===== config.mk =====
export PLATFORM = sky130hd
export DESIGN_NAME = rvv_backend
export DESIGN_NICKNAME = d
export VERILOG_FILES = /design/src/design/rvv_cfg_pkg.sv /design/src/design/rvv_isa_pkg.sv /design/src/design/rvv_uop_if.sv /design/src/design/rvv_backend.sv /design/src/design/rvv_vrf.sv /design/src/design/rvv_retire.sv /design/src/design/rvv_lane_alu.sv /design/src/design/rvv_dispatch.sv /design/src/design/rvv_cmd_queue.sv
export SDC_FILE = /design/constraint.sdc
export NUM_CORES = 1
export LEC_CHECK = 0
export BUFFER_PORTS_ARGS = -buffer_cell sky130_fd_sc_hd__buf_4
export CORE_ASPECT_RATIO = 0.8
export CORE_MARGIN = 5
export CORE_UTILIZATION = 45
export CTS_BUF_LIST = sky130_fd_sc_hd__clkbuf_8
export CTS_CLUSTER_DIAMETER = 80
export DETAILED_ROUTE_END_ITERATION = 6
export MAX_ROUTING_LAYER = met4
export SLEW_MARGIN = 15
export SYNTH_ARGS = -nofsm -noshare
export SYNTH_HDL_FRONTEND = slang
export SYNTH_SLANG_ARGS = --single-unit

===== constraint.sdc =====
create_clock -name clk -period 5.35 [get_ports clk]
set_input_delay 1.07 -clock clk [delete_from_list [all_inputs] [get_ports clk]]
set_output_delay 1.07 -clock clk [all_outputs]
set_load 0.02 [all_outputs]

===== src/design/rvv_cfg_pkg.sv =====
`default_nettype none

package rvv_cfg_pkg;

  // Vector register geometry
  localparam int VLEN      = 32;
  localparam int ELEN      = 8;
  localparam int NUM_LANES = VLEN / ELEN;

  // Register file
  localparam int NUM_VREG = 8;
  localparam int VREG_AW  = 3;

  // Command queue, depth must stay a power of two
  localparam int CMDQ_DEPTH = 4;
  localparam int CMDQ_AW    = 2;

endpackage : rvv_cfg_pkg

`default_nettype wire

===== src/design/rvv_isa_pkg.sv =====
`default_nettype none

package rvv_isa_pkg;

  import rvv_cfg_pkg::*;

  // Supported vector integer opcodes
  typedef enum logic [2:0] {
    OP_VMV_VI = 3'd0,
    OP_VADD   = 3'd1,
    OP_VSUB   = 3'd2,
    OP_VAND   = 3'd3,
    OP_VOR    = 3'd4,
    OP_VXOR   = 3'd5,
    OP_VSADDU = 3'd6,
    OP_VSSUBU = 3'd7
  } rvv_op_e;

  // One queued instruction, 20 bits
  typedef struct packed {
    rvv_op_e            op;
    logic [VREG_AW-1:0] vd;
    logic [VREG_AW-1:0] vs1;
    logic [VREG_AW-1:0] vs2;
    // Only used by vmv.v.i
    logic [ELEN-1:0]    imm;
  } rvv_inst_t;

endpackage : rvv_isa_pkg

`default_nettype wire


===== src/design/rvv_uop_if.sv =====
`timescale 1ns/1ps
`default_nettype none

interface rvv_uop_if
  import rvv_cfg_pkg::*, rvv_isa_pkg::*;
();

  logic               uop_valid;
  rvv_op_e            op;
  logic [VREG_AW-1:0] vd;
  // src1 carries vs1 or the broadcast immediate, src2 carries vs2
  logic [VLEN-1:0]    src1;
  logic [VLEN-1:0]    src2;

  modport issue (
    output uop_valid, op, vd, src1, src2
  );

  modport exec (
    input uop_valid, op, vd, src1, src2
  );

endinterface : rvv_uop_if

`default_nettype wire


===== src/design/rvv_backend.sv =====
`timescale 1ns/1ps
`default_nettype none

module rvv_backend
  import rvv_cfg_pkg::*, rvv_isa_pkg::*;
(
  input  logic               clk,
  input  logic               rst_n,
  input  logic               inst_valid_i,
  output logic               inst_ready_o,
  input  rvv_op_e            inst_op_i,
  input  logic [VREG_AW-1:0] inst_vd_i,
  input  logic [VREG_AW-1:0] inst_vs1_i,
  input  logic [VREG_AW-1:0] inst_vs2_i,
  input  logic [ELEN-1:0]    inst_imm_i,
  output logic               rt_valid_o,
  output logic [VREG_AW-1:0] rt_vd_o,
  output logic [VLEN-1:0]    rt_data_o,
  output logic               vxsat_o,
  input  logic               vxsat_clr_i,
  output logic               idle_o
);

  rvv_inst_t          inst_pkt;
  rvv_inst_t          cmd_inst;
  logic               cmd_valid;
  logic               cmd_pop;
  logic               q_empty;
  logic               dp_busy;
  logic [VREG_AW-1:0] rd_addr_a;
  logic [VREG_AW-1:0] rd_addr_b;
  logic [VLEN-1:0]    rd_data_a;
  logic [VLEN-1:0]    rd_data_b;
  logic               ex_valid;
  logic [VREG_AW-1:0] ex_vd;
  logic [VLEN-1:0]    ex_data;
  logic               ex_sat;
  logic               wb_en;
  logic [VREG_AW-1:0] wb_addr;
  logic [VLEN-1:0]    wb_data;

  rvv_uop_if u_uop_if ();

  assign inst_pkt.op  = inst_op_i;
  assign inst_pkt.vd  = inst_vd_i;
  assign inst_pkt.vs1 = inst_vs1_i;
  assign inst_pkt.vs2 = inst_vs2_i;
  assign inst_pkt.imm = inst_imm_i;

  rvv_cmd_queue u_cmd_queue (
    .clk          (clk),
    .rst_n        (rst_n),
    .push_valid_i (inst_valid_i),
    .push_ready_o (inst_ready_o),
    .push_inst_i  (inst_pkt),
    .head_valid_o (cmd_valid),
    .head_inst_o  (cmd_inst),
    .pop_i        (cmd_pop),
    .empty_o      (q_empty)
  );

  rvv_dispatch u_dispatch (
    .clk         (clk),
    .rst_n       (rst_n),
    .cmd_valid_i (cmd_valid),
    .cmd_inst_i  (cmd_inst),
    .cmd_pop_o   (cmd_pop),
    .rd_addr_a_o (rd_addr_a),
    .rd_data_a_i (rd_data_a),
    .rd_addr_b_o (rd_addr_b),
    .rd_data_b_i (rd_data_b),
    .wb_en_i     (wb_en),
    .wb_addr_i   (wb_addr),
    .uop         (u_uop_if.issue),
    .busy_o      (dp_busy)
  );

  rvv_lane_alu u_lane_alu (
    .clk        (clk),
    .rst_n      (rst_n),
    .uop        (u_uop_if.exec),
    .ex_valid_o (ex_valid),
    .ex_vd_o    (ex_vd),
    .ex_data_o  (ex_data),
    .ex_sat_o   (ex_sat)
  );

  rvv_retire u_retire (
    .clk         (clk),
    .rst_n       (rst_n),
    .ex_valid_i  (ex_valid),
    .ex_vd_i     (ex_vd),
    .ex_data_i   (ex_data),
    .ex_sat_i    (ex_sat),
    .vxsat_clr_i (vxsat_clr_i),
    .wb_en_o     (wb_en),
    .wb_addr_o   (wb_addr),
    .wb_data_o   (wb_data),
    .rt_valid_o  (rt_valid_o),
    .rt_vd_o     (rt_vd_o),
    .rt_data_o   (rt_data_o),
    .vxsat_o     (vxsat_o)
  );

  rvv_vrf u_vrf (
    .clk         (clk),
    .rst_n       (rst_n),
    .wr_en_i     (wb_en),
    .wr_addr_i   (wb_addr),
    .wr_data_i   (wb_data),
    .rd_addr_a_i (rd_addr_a),
    .rd_data_a_o (rd_data_a),
    .rd_addr_b_i (rd_addr_b),
    .rd_data_b_o (rd_data_b)
  );

  // Scoreboard covers every uop from issue until writeback
  assign idle_o = q_empty && !dp_busy;

endmodule : rvv_backend

`default_nettype wire


===== src/design/rvv_vrf.sv =====
`timescale 1ns/1ps
`default_nettype none

module rvv_vrf
  import rvv_cfg_pkg::*;
(
  input  logic               clk,
  input  logic               rst_n,
  input  logic               wr_en_i,
  input  logic [VREG_AW-1:0] wr_addr_i,
  input  logic [VLEN-1:0]    wr_data_i,
  input  logic [VREG_AW-1:0] rd_addr_a_i,
  output logic [VLEN-1:0]    rd_data_a_o,
  input  logic [VREG_AW-1:0] rd_addr_b_i,
  output logic [VLEN-1:0]    rd_data_b_o
);

  logic [VLEN-1:0] regs [NUM_VREG];

  always_ff @(posedge clk or negedge rst_n) begin
    if (!rst_n) begin
      for (int i = 0; i < NUM_VREG; i++) begin
        regs[i] <= '0;
      end
    end else if (wr_en_i) begin
      regs[wr_addr_i] <= wr_data_i;
    end
  end

  // Bypass write data to a same-cycle read
  assign rd_data_a_o = (wr_en_i && (wr_addr_i == rd_addr_a_i)) ? wr_data_i
                                                               : regs[rd_addr_a_i];
  assign rd_data_b_o = (wr_en_i && (wr_addr_i == rd_addr_b_i)) ? wr_data_i
                                                               : regs[rd_addr_b_i];

endmodule : rvv_vrf

`default_nettype wire


===== src/design/rvv_retire.sv =====
`timescale 1ns/1ps
`default_nettype none

module rvv_retire
  import rvv_cfg_pkg::*;
(
  input  logic               clk,
  input  logic               rst_n,
  input  logic               ex_valid_i,
  input  logic [VREG_AW-1:0] ex_vd_i,
  input  logic [VLEN-1:0]    ex_data_i,
  input  logic               ex_sat_i,
  input  logic               vxsat_clr_i,
  output logic               wb_en_o,
  output logic [VREG_AW-1:0] wb_addr_o,
  output logic [VLEN-1:0]    wb_data_o,
  output logic               rt_valid_o,
  output logic [VREG_AW-1:0] rt_vd_o,
  output logic [VLEN-1:0]    rt_data_o,
  output logic               vxsat_o
);

  always_ff @(posedge clk or negedge rst_n) begin
    if (!rst_n) begin
      rt_valid_o <= 1'b0;
      vxsat_o    <= 1'b0;
    end else begin
      rt_valid_o <= ex_valid_i;
      // Saturating retire beats a clear in the same cycle
      if (ex_valid_i && ex_sat_i) begin
        vxsat_o <= 1'b1;
      end else if (vxsat_clr_i) begin
        vxsat_o <= 1'b0;
      end
    end
  end

  always_ff @(posedge clk) begin
    if (ex_valid_i) begin
      rt_vd_o   <= ex_vd_i;
      rt_data_o <= ex_data_i;
    end
  end

  // Writeback and retire report share one register
  assign wb_en_o   = rt_valid_o;
  assign wb_addr_o = rt_vd_o;
  assign wb_data_o = rt_data_o;

endmodule : rvv_retire

`default_nettype wire


===== src/design/rvv_lane_alu.sv =====
`timescale 1ns/1ps
`default_nettype none

module rvv_lane_alu
  import rvv_cfg_pkg::*, rvv_isa_pkg::*;
(
  input  logic               clk,
  input  logic               rst_n,
  rvv_uop_if.exec            uop,
  output logic               ex_valid_o,
  output logic [VREG_AW-1:0] ex_vd_o,
  output logic [VLEN-1:0]    ex_data_o,
  output logic               ex_sat_o
);

  logic                 s1_valid;
  logic [VREG_AW-1:0]   s1_vd;
  logic [VLEN-1:0]      s1_data;
  logic [NUM_LANES-1:0] s1_sat;
  logic [VLEN-1:0]      lane_res;
  logic [NUM_LANES-1:0] lane_sat;

  // Element ops, vs2 is the left operand as in vsub vd = vs2 - vs1
  always_comb begin : lane_calc
    logic [ELEN-1:0] a;
    logic [ELEN-1:0] b;
    logic [ELEN:0]   sum;
    logic [ELEN:0]   diff;
    lane_res = '0;
    lane_sat = '0;
    for (int i = 0; i < NUM_LANES; i++) begin
      a    = uop.src2[i*ELEN +: ELEN];
      b    = uop.src1[i*ELEN +: ELEN];
      sum  = {1'b0, a} + {1'b0, b};
      diff = {1'b0, a} - {1'b0, b};
      case (uop.op)
        OP_VMV_VI: lane_res[i*ELEN +: ELEN] = b;
        OP_VADD:   lane_res[i*ELEN +: ELEN] = sum[ELEN-1:0];
        OP_VSUB:   lane_res[i*ELEN +: ELEN] = diff[ELEN-1:0];
        OP_VAND:   lane_res[i*ELEN +: ELEN] = a & b;
        OP_VOR:    lane_res[i*ELEN +: ELEN] = a | b;
        OP_VXOR:   lane_res[i*ELEN +: ELEN] = a ^ b;
        OP_VSADDU: begin
          // Carry out means clamp to all ones
          lane_res[i*ELEN +: ELEN] = sum[ELEN] ? '1 : sum[ELEN-1:0];
          lane_sat[i]              = sum[ELEN];
        end
        OP_VSSUBU: begin
          // Borrow means clamp to zero
          lane_res[i*ELEN +: ELEN] = diff[ELEN] ? '0 : diff[ELEN-1:0];
          lane_sat[i]              = diff[ELEN];
        end
        default:   lane_res[i*ELEN +: ELEN] = '0;
      endcase
    end
  end

  always_ff @(posedge clk or negedge rst_n) begin
    if (!rst_n) begin
      s1_valid   <= 1'b0;
      ex_valid_o <= 1'b0;
    end else begin
      s1_valid   <= uop.uop_valid;
      ex_valid_o <= s1_valid;
    end
  end

  always_ff @(posedge clk) begin
    s1_vd     <= uop.vd;
    s1_data   <= lane_res;
    s1_sat    <= lane_sat;
    ex_vd_o   <= s1_vd;
    ex_data_o <= s1_data;
    // Any clamped lane flags the whole uop
    ex_sat_o  <= |s1_sat;
  end

endmodule : rvv_lane_alu

`default_nettype wire


===== src/design/rvv_dispatch.sv =====
`timescale 1ns/1ps
`default_nettype none

module rvv_dispatch
  import rvv_cfg_pkg::*, rvv_isa_pkg::*;
(
  input  logic               clk,
  input  logic               rst_n,
  input  logic               cmd_valid_i,
  input  rvv_inst_t          cmd_inst_i,
  output logic               cmd_pop_o,
  output logic [VREG_AW-1:0] rd_addr_a_o,
  input  logic [VLEN-1:0]    rd_data_a_i,
  output logic [VREG_AW-1:0] rd_addr_b_o,
  input  logic [VLEN-1:0]    rd_data_b_i,
  input  logic               wb_en_i,
  input  logic [VREG_AW-1:0] wb_addr_i,
  rvv_uop_if.issue           uop,
  output logic               busy_o
);

  // One pending-write bit per vector register
  logic [NUM_VREG-1:0] sb_q;
  logic [NUM_VREG-1:0] sb_clr;
  logic [NUM_VREG-1:0] sb_set;
  logic [NUM_VREG-1:0] sb_eff;
  logic                is_vmv;
  logic                hazard;
  logic                issue;
  logic [VLEN-1:0]     src1_sel;

  assign is_vmv = (cmd_inst_i.op == OP_VMV_VI);

  assign rd_addr_a_o = cmd_inst_i.vs1;
  assign rd_addr_b_o = cmd_inst_i.vs2;

  // Retiring register counts as free, the VRF forwards its write data
  assign sb_clr = wb_en_i ? (NUM_VREG'(1) << wb_addr_i) : '0;
  assign sb_eff = sb_q & ~sb_clr;

  // WAW/WAR on vd, RAW on sources unless immediate form
  assign hazard = sb_eff[cmd_inst_i.vd] ||
                  (!is_vmv && (sb_eff[cmd_inst_i.vs1] || sb_eff[cmd_inst_i.vs2]));
  assign issue     = cmd_valid_i && !hazard;
  assign cmd_pop_o = issue;

  assign sb_set   = issue ? (NUM_VREG'(1) << cmd_inst_i.vd) : '0;
  // Immediate broadcast into every lane
  assign src1_sel = is_vmv ? {NUM_LANES{cmd_inst_i.imm}} : rd_data_a_i;

  always_ff @(posedge clk or negedge rst_n) begin
    if (!rst_n) begin
      sb_q          <= '0;
      uop.uop_valid <= 1'b0;
    end else begin
      sb_q          <= sb_eff | sb_set;
      uop.uop_valid <= issue;
    end
  end

  always_ff @(posedge clk) begin
    if (issue) begin
      uop.op   <= cmd_inst_i.op;
      uop.vd   <= cmd_inst_i.vd;
      uop.src1 <= src1_sel;
      uop.src2 <= rd_data_b_i;
    end
  end

  assign busy_o = (|sb_q) || uop.uop_valid;

endmodule : rvv_dispatch

`default_nettype wire


===== src/design/rvv_cmd_queue.sv =====
`timescale 1ns/1ps
`default_nettype none

module rvv_cmd_queue
  import rvv_cfg_pkg::*, rvv_isa_pkg::*;
(
  input  logic      clk,
  input  logic      rst_n,
  input  logic      push_valid_i,
  output logic      push_ready_o,
  input  rvv_inst_t push_inst_i,
  output logic      head_valid_o,
  output rvv_inst_t head_inst_o,
  input  logic      pop_i,
  output logic      empty_o
);

  rvv_inst_t          mem [CMDQ_DEPTH];
  logic [CMDQ_AW-1:0] wr_ptr;
  logic [CMDQ_AW-1:0] rd_ptr;
  logic [CMDQ_AW:0]   count;
  logic               full;
  logic               do_push;
  logic               do_pop;

  assign full    = (count == (CMDQ_AW+1)'(CMDQ_DEPTH));
  assign empty_o = (count == '0);
  assign do_pop  = pop_i && !empty_o;
  // A pop in the same cycle frees a slot for the incoming push
  assign push_ready_o = !full || do_pop;
  assign do_push      = push_valid_i && push_ready_o;

  assign head_valid_o = !empty_o;
  assign head_inst_o  = mem[rd_ptr];

  always_ff @(posedge clk or negedge rst_n) begin
    if (!rst_n) begin
      wr_ptr <= '0;
      rd_ptr <= '0;
      count  <= '0;
    end else begin
      // Pointers wrap naturally at CMDQ_DEPTH
      if (do_push) wr_ptr <= wr_ptr + 1'b1;
      if (do_pop)  rd_ptr <= rd_ptr + 1'b1;
      if (do_push && !do_pop) begin
        count <= count + 1'b1;
      end else if (do_pop && !do_push) begin
        count <= count - 1'b1;
      end
    end
  end

  always_ff @(posedge clk) begin
    if (do_push) mem[wr_ptr] <= push_inst_i;
  end

endmodule : rvv_cmd_queue

`default_nettype wire


# ---- Word level (Yosys, flattened, before mapping)
# Memory sizes are Yosys's and may differ from the RTL's.
# Cells that the tools add are included.
dict set report word_totals {
  ff_bits 456
  ramBits 80
  input_bits 24
  out_inout_bits 39
  wordCells 150
  memories 1
}
# memory words width rd rd_clocked_by_memory_dff write_ports line_no
set mem_list {}
lappend mem_list {u_cmd_queue.mem 4 20 1 0 1 rvv_cmd_queue.sv:18} ;# rvv_inst_t mem [CMDQ_DEPTH];
dict set report op_classes {
  addsub 12
  n_lt_le_gt_ge 7
  eq_ne 10
  shift 2
  muxes 42
  n_bitwise 18
  n_reduce_logical 29
}
# cell n
set op_table {}
lappend op_table {{$bwmux 256} 1}
lappend op_table {{$mux 32} 8}
lappend op_table {{$pmux 8 s8} 4}
lappend op_table {{$bmux 32 s3} 2}
lappend op_table {{$demux 32 s3} 1}
lappend op_table {{$mux 8} 10}
lappend op_table {{$and 8x8->8} 5}
lappend op_table {{$or 8x8->8} 5}
lappend op_table {{$add 8x8->9} 4}
lappend op_table {{$sub 8x8->9} 4}
lappend op_table {{$xor 8x8->8} 4}
lappend op_table {{$shl 1x3->8 const A} 2}
lappend op_table {{$eq 3x3->1 const B} 5}
lappend op_table {{$ge 4x4->1 const B} 3}
lappend op_table {{$lt 3x4->1 const B} 3}
lappend op_table {{$not 3->4} 3}
lappend op_table {{$logic_and 1x1->1} 11}
lappend op_table {{$bmux 1 s3} 3}
lappend op_table {{$logic_not 3->1} 3}
lappend op_table {{$not 8->8} 1}
lappend op_table {{$pmux 1 s2} 4}
lappend op_table {{$reduce_or 8->1} 1}
lappend op_table {{$logic_not 1->1} 7}
lappend op_table {{$mux 1} 7}
lappend op_table {{other kinds (11)} 19}

# ---- Logic depth before layout (Yosys ltp)
dict set report depth {
  word_depth 18
  mapped_depth 13
  ltp_nobuf 11
}

# ---- Cells and area by module
# From an unflattened synthesis, not the netlist that was laid out.
dict set report unflattened {
  cells_unflattened 2151
  hier_area_um2 29328.1
}
# module n_inst cells_per_inst area_each_um2
set by_module_without_submodules {}
lappend by_module_without_submodules {rvv_vrf 1 888 14691.6}
lappend by_module_without_submodules {rvv_lane_alu 1 822 6791.5}
lappend by_module_without_submodules {rvv_cmd_queue 1 141 3304.4}
lappend by_module_without_submodules {rvv_dispatch 1 223 3139.3}
lappend by_module_without_submodules {rvv_retire 1 76 1387.6}
lappend by_module_without_submodules {rvv_backend 1 1 13.8}

# ---- Worst setup path after synthesis
# Ideal clock, no wire load.
dict set report synth_timing {
  kind {register to register}
  startpoint {register u_cmd_queue.rd_ptr[0]}
  endpoint {register u_dispatch.uop.op[0] (enable)}
  setup_time_ps 424
  t_arrival_ps 3461
  t_required_ps 4926
  slack_ps 1465
  path_stages_with_launch 10
  n_path_buf 4
  synth_period_minus_slack_ps 3885
  path_cell_list {dfrtp_1 > buf_2 > buf_6 > mux4_2 > buf_6 > buf_4 > mux2i_1 > o21ai_1 > nand3_1 > inv_1}
}
dict set report synth_via {
  elab_chain_len 8
}
# element line_no
set synth_lines {}
lappend synth_lines {{start: declaration} rvv_cmd_queue.sv:20} ;# logic [CMDQ_AW-1:0] rd_ptr;
lappend synth_lines {{start signal: assignment} rvv_cmd_queue.sv:44} ;# if (do_pop) rd_ptr <= rd_ptr + 1'b1;
lappend synth_lines {{$mem_v2 4x20 *} --}
lappend synth_lines {{$bmux 1 s3} rvv_dispatch.sv:43} ;# (!is_vmv && (sb_eff[cmd_inst_i.vs1] || sb_eff[cmd_inst_i.vs2]));
lappend synth_lines {{$mux 1 (not written as such)} rvv_dispatch.sv:43}
lappend synth_lines {{$logic_or 1x1->1} rvv_dispatch.sv:43}
lappend synth_lines {{$logic_and 1x1->1} rvv_dispatch.sv:43}
lappend synth_lines {{$logic_or 1x1->1 *} rvv_dispatch.sv:42} ;# assign hazard = sb_eff[cmd_inst_i.vd] ||
lappend synth_lines {{$logic_not 1->1 *} rvv_dispatch.sv:44} ;# assign issue = cmd_valid_i && !hazard;
lappend synth_lines {{$logic_and 1x1->1 *} rvv_dispatch.sv:44}
lappend synth_lines {{named net cmd_pop} rvv_backend.sv:27} ;# logic cmd_pop;
lappend synth_lines {{end: declaration} rvv_uop_if.sv:16} ;# output uop_valid, op, vd, src1, src2
# The timed path passes the listed nets; every way through them passes the cells marked *. The select of a mux whose other input is x is not followed.
# A chain may end at the register's enable or synchronous reset.

# ---- Worst setup path after layout
dict set report layout_timing {
  startpoint {register u_cmd_queue.rd_ptr[0]}
  endpoint {output port inst_ready_o}
}
dict set report layout_via {
  elab_chain_len 10
}
# element line_no
set layout_lines {}
lappend layout_lines {{$mem_v2 4x20 *} --}
lappend layout_lines {{$bmux 1 s3} rvv_dispatch.sv:43}
lappend layout_lines {{$mux 1 (not written as such)} rvv_dispatch.sv:43}
lappend layout_lines {{$logic_or 1x1->1} rvv_dispatch.sv:43}
lappend layout_lines {{$logic_and 1x1->1} rvv_dispatch.sv:43}
lappend layout_lines {{$logic_or 1x1->1 *} rvv_dispatch.sv:42}
lappend layout_lines {{$logic_not 1->1 *} rvv_dispatch.sv:44}
lappend layout_lines {{$logic_and 1x1->1 *} rvv_dispatch.sv:44}
lappend layout_lines {{$logic_and 1x1->1 *} rvv_cmd_queue.sv:28} ;# assign do_pop = pop_i && !empty_o;
lappend layout_lines {{$logic_or 1x1->1 *} rvv_cmd_queue.sv:30} ;# assign push_ready_o = !full || do_pop;
lappend layout_lines {{end: declaration} rvv_backend.sv:10} ;# output logic inst_ready_o,
# Mark *: on every way between the ends. The rest lies on a longest branch, timed or not. The select of a mux whose other input is x is not followed.

==> metrics <==
status=complete, no violations; Fin. Hold Viols=0; # resized after CTS=0; Crit. End Element=output pin; mean post-synth cell area=between 10 and 15 sq um; drt wl/cell=24.5 microns; Synth top area share=24.9%; Synth Area in Compound Gates=8.75%; Required @ worst endpoint=about 4.3 ns; Iter 0 DRT Violations=1,450; unrepaired setup endpoints after global routing=no; Synth Area in Simple Gates=5.17%; total gr overflow=0; share of layout cells above drive strength 1=29.2%; Chip Height=232 microns; Post-CTS Setup Inserts=0; Post-synth EDFFs=185; number of global-route vias before repair=18,400; worst-margin pin slew=around 1.2 ns; # IOs=63; drc violations=0; Syn-to-layout area delta=11.0%; DR vias/cell=5.85; worst min path class=reg2reg; Post-Syn Instances=2,110; mux contribution to synthesized area=25.4%; Worst-Skew Late Latency=0.71 ns; max layer used=met4; antenna violations before repair=1; cell accounting for the most synthesized area=dfrtp_1; setup violators final=0; Max clock buf depth=3; fin crit period=roughly 4.5 ns; Max Freq=220 MHz; H-Tree Depth=3; die area=approximately 0.067 sq mm; adder and majority cell fraction of the synthesized area=5.21%; design area=0.0308 sq mm; startpoint types=register; worst path cell trace=buf_4 -> mux4_4 -> mux2i_1 -> o21ai_1 -> nand2_1 -> nand2_1 -> buf_4; nets=2,273; Yosys reg bits=between 500 and 600; most instantiated library cell after synthesis=dfrtp_1; Primary FF master, synth=dfrtp_1; post-cts hold buffer count=0; synth top area cells=dfrtp_1 (25%), edfxtp_1 (20%), mux4_2 (12%); worst path bufs/invs=2; post-route ant nets=0; routed wire length=74,500 microns; top cells by count, synth=dfrtp_1 (276), mux2_2 (256), edfxtp_1 (185); CP max stage delay=1.01 ns; Slowest-stage cell, CP=mux4_4; Yosys cell types=73; Netlist Area Pre-Place=roughly 0.028 sq mm; row count=81; IO buf count=62; GRT Overall Usage=23.0%; largest family of logic cells by synthesized area=multiplexers; HPWL after DPL=44,800 microns; DRT met1 WL=between 30,000 and 40,000 microns; clock-pin slew on the worst setup and hold paths=0.06 ns; Fill cells=5,280; FFs w/ async S/R, synth=51.5%; drt pass-1 iters=5; placed cell count=2,880; Starting Density=between 40% and 50%; final RePlAce weighted congestion=0.880; routed length on met2=34,800 microns; clock sink count=536; CTS tree=yes; WS Path Type=reg2out; setup_tns=0 ns; final core area utilization=50.4%; final max-slew violation count=0; Post-DP Area=0.0290 sq mm; non-filler instance count after layout=3,042; pin count of the biggest net entering global routing=104; worst-path fanout max=27; post-synthesis sequential area ratio=50.4%; xor and xnor area share after synthesis=1.33%; critical path data arrival time=3.48 ns; Root Buffer=clkbuf_8; syn nets=2,244; Slew HR=a little under a fifth; die extent in x=288 microns; Tcrit/Tclk final=85.0%; DR WL met3=3740 microns; core area=0.0611 sq mm; CP delay by family, top=multiplexers; final clock skew=0.0580 ns; Num CTS Buffers=87; Vias=17,800; first-pass GRT wire length=114,000 microns; Max Cap Viol=0; Yosys warning total=0
## layer usage
metal  GRT usage, %  up-vias
met4           5.64        0
met2           35.9      559
met5              -        -
met3           3.23      110
li1               -     7929
met1           32.4     9190
## area by class of cell
type                            instances  area [sq um]  share of cell area [%]
Multi-Input combinational cell       1311         12800                    41.6
Tap cell                              830          1040                    3.37
Clock buffer                          101          1390                    4.52
Timing Repair Buffer                   99           813                    2.64
Inverter                              104           392                    1.27
Sequential cell                       536         14000                    45.4
Clock inverter                         60           387                    1.26
Antenna cell                            1          2.50                 0.00813
## cell families after synthesis
kind of cell	count (synthesis)
muxes	482
adders and majority gates	110
xor gates and xnor gates	42
and+or+nand+nor	294
buffers and inverters	263
AOI/OAI and AO/OA	383
DFF	536
## flip-flops by register name, indices dropped and copies added, names as in the netlist, 2 cells and up
name                  count
u_dispatch.uop.src1      32
u_vrf.regs              256
u_lane_alu.s1_sat         4
u_dispatch.uop.vd         3
u_lane_alu.s1_vd          3
u_lane_alu.ex_data_o     32
u_dispatch.uop.op         3
u_lane_alu.ex_vd_o        3
u_cmd_queue.count         3
u_retire.rt_data_o       32
u_cmd_queue.rd_ptr        2
u_dispatch.uop.src2      32
u_cmd_queue.mem          80
u_dispatch.sb_q           8
u_retire.rt_vd_o          3
u_cmd_queue.wr_ptr        2
u_lane_alu.s1_data       32
## through the flow
step	hold WS, ns	setup slack [ns]
after floorplan	0.310	1.47
after global placement	0.311	1.50
after detailed placement	0.312	1.46
after CTS	0.322	0.691
after global routing	0.320	0.467
final	0.324	0.804
## layout by cell type (no fill, tap or decap), types with 10 or more instances in the layout
cell / instances
dfrtp_1: 275
mux2_2: 256
edfxtp_1: 185
mux4_2: 148
inv_1: 134
a21oi_1: 132
nor2_1: 101
ha_1: 101
clkbuf_8: 101
buf_4: 93
o21ai_0: 87
dfxtp_1: 75
mux2i_1: 73
nand2_1: 63
or2_1: 31
xnor2_1: 26
nor2b_1: 18
nand2b_1: 16
xor2_1: 16
o211ai_1: 13
a22oi_1: 12
nand3_1: 11
clkinv_2: 11
o22ai_1: 11
a21o_1: 10
o21bai_1: 10
a31oi_1: 10
## worst paths after layout
| path | startpoint | depth (start not counted) | slack (ns) | end |
|---|---|---|---|---|
| worst max-delay path | u_cmd_queue.rd_ptr[0] | 7 | 0.80 | inst_ready_o |
| worst min-delay path | u_lane_alu.s1_data[25] | 0 | 0.32 | u_lane_alu.ex_data_o[25] |
| worst max register to register | u_cmd_queue.rd_ptr[0] | 7 | 1.51 | u_dispatch.uop.src2[30] |
| worst min register to register | u_lane_alu.s1_data[25] | 0 | 0.32 | u_lane_alu.ex_data_o[25] |
| max in group asynchronous | rst_n | 2 | 3.81 | u_vrf.regs[167] |
| min in group asynchronous | rst_n | 1 | 0.45 | u_vrf.regs[52] |
Power is left out: the tool's default activity adds up to more than one toggle a clock period on the data nets, which glitch-free logic cannot reach.
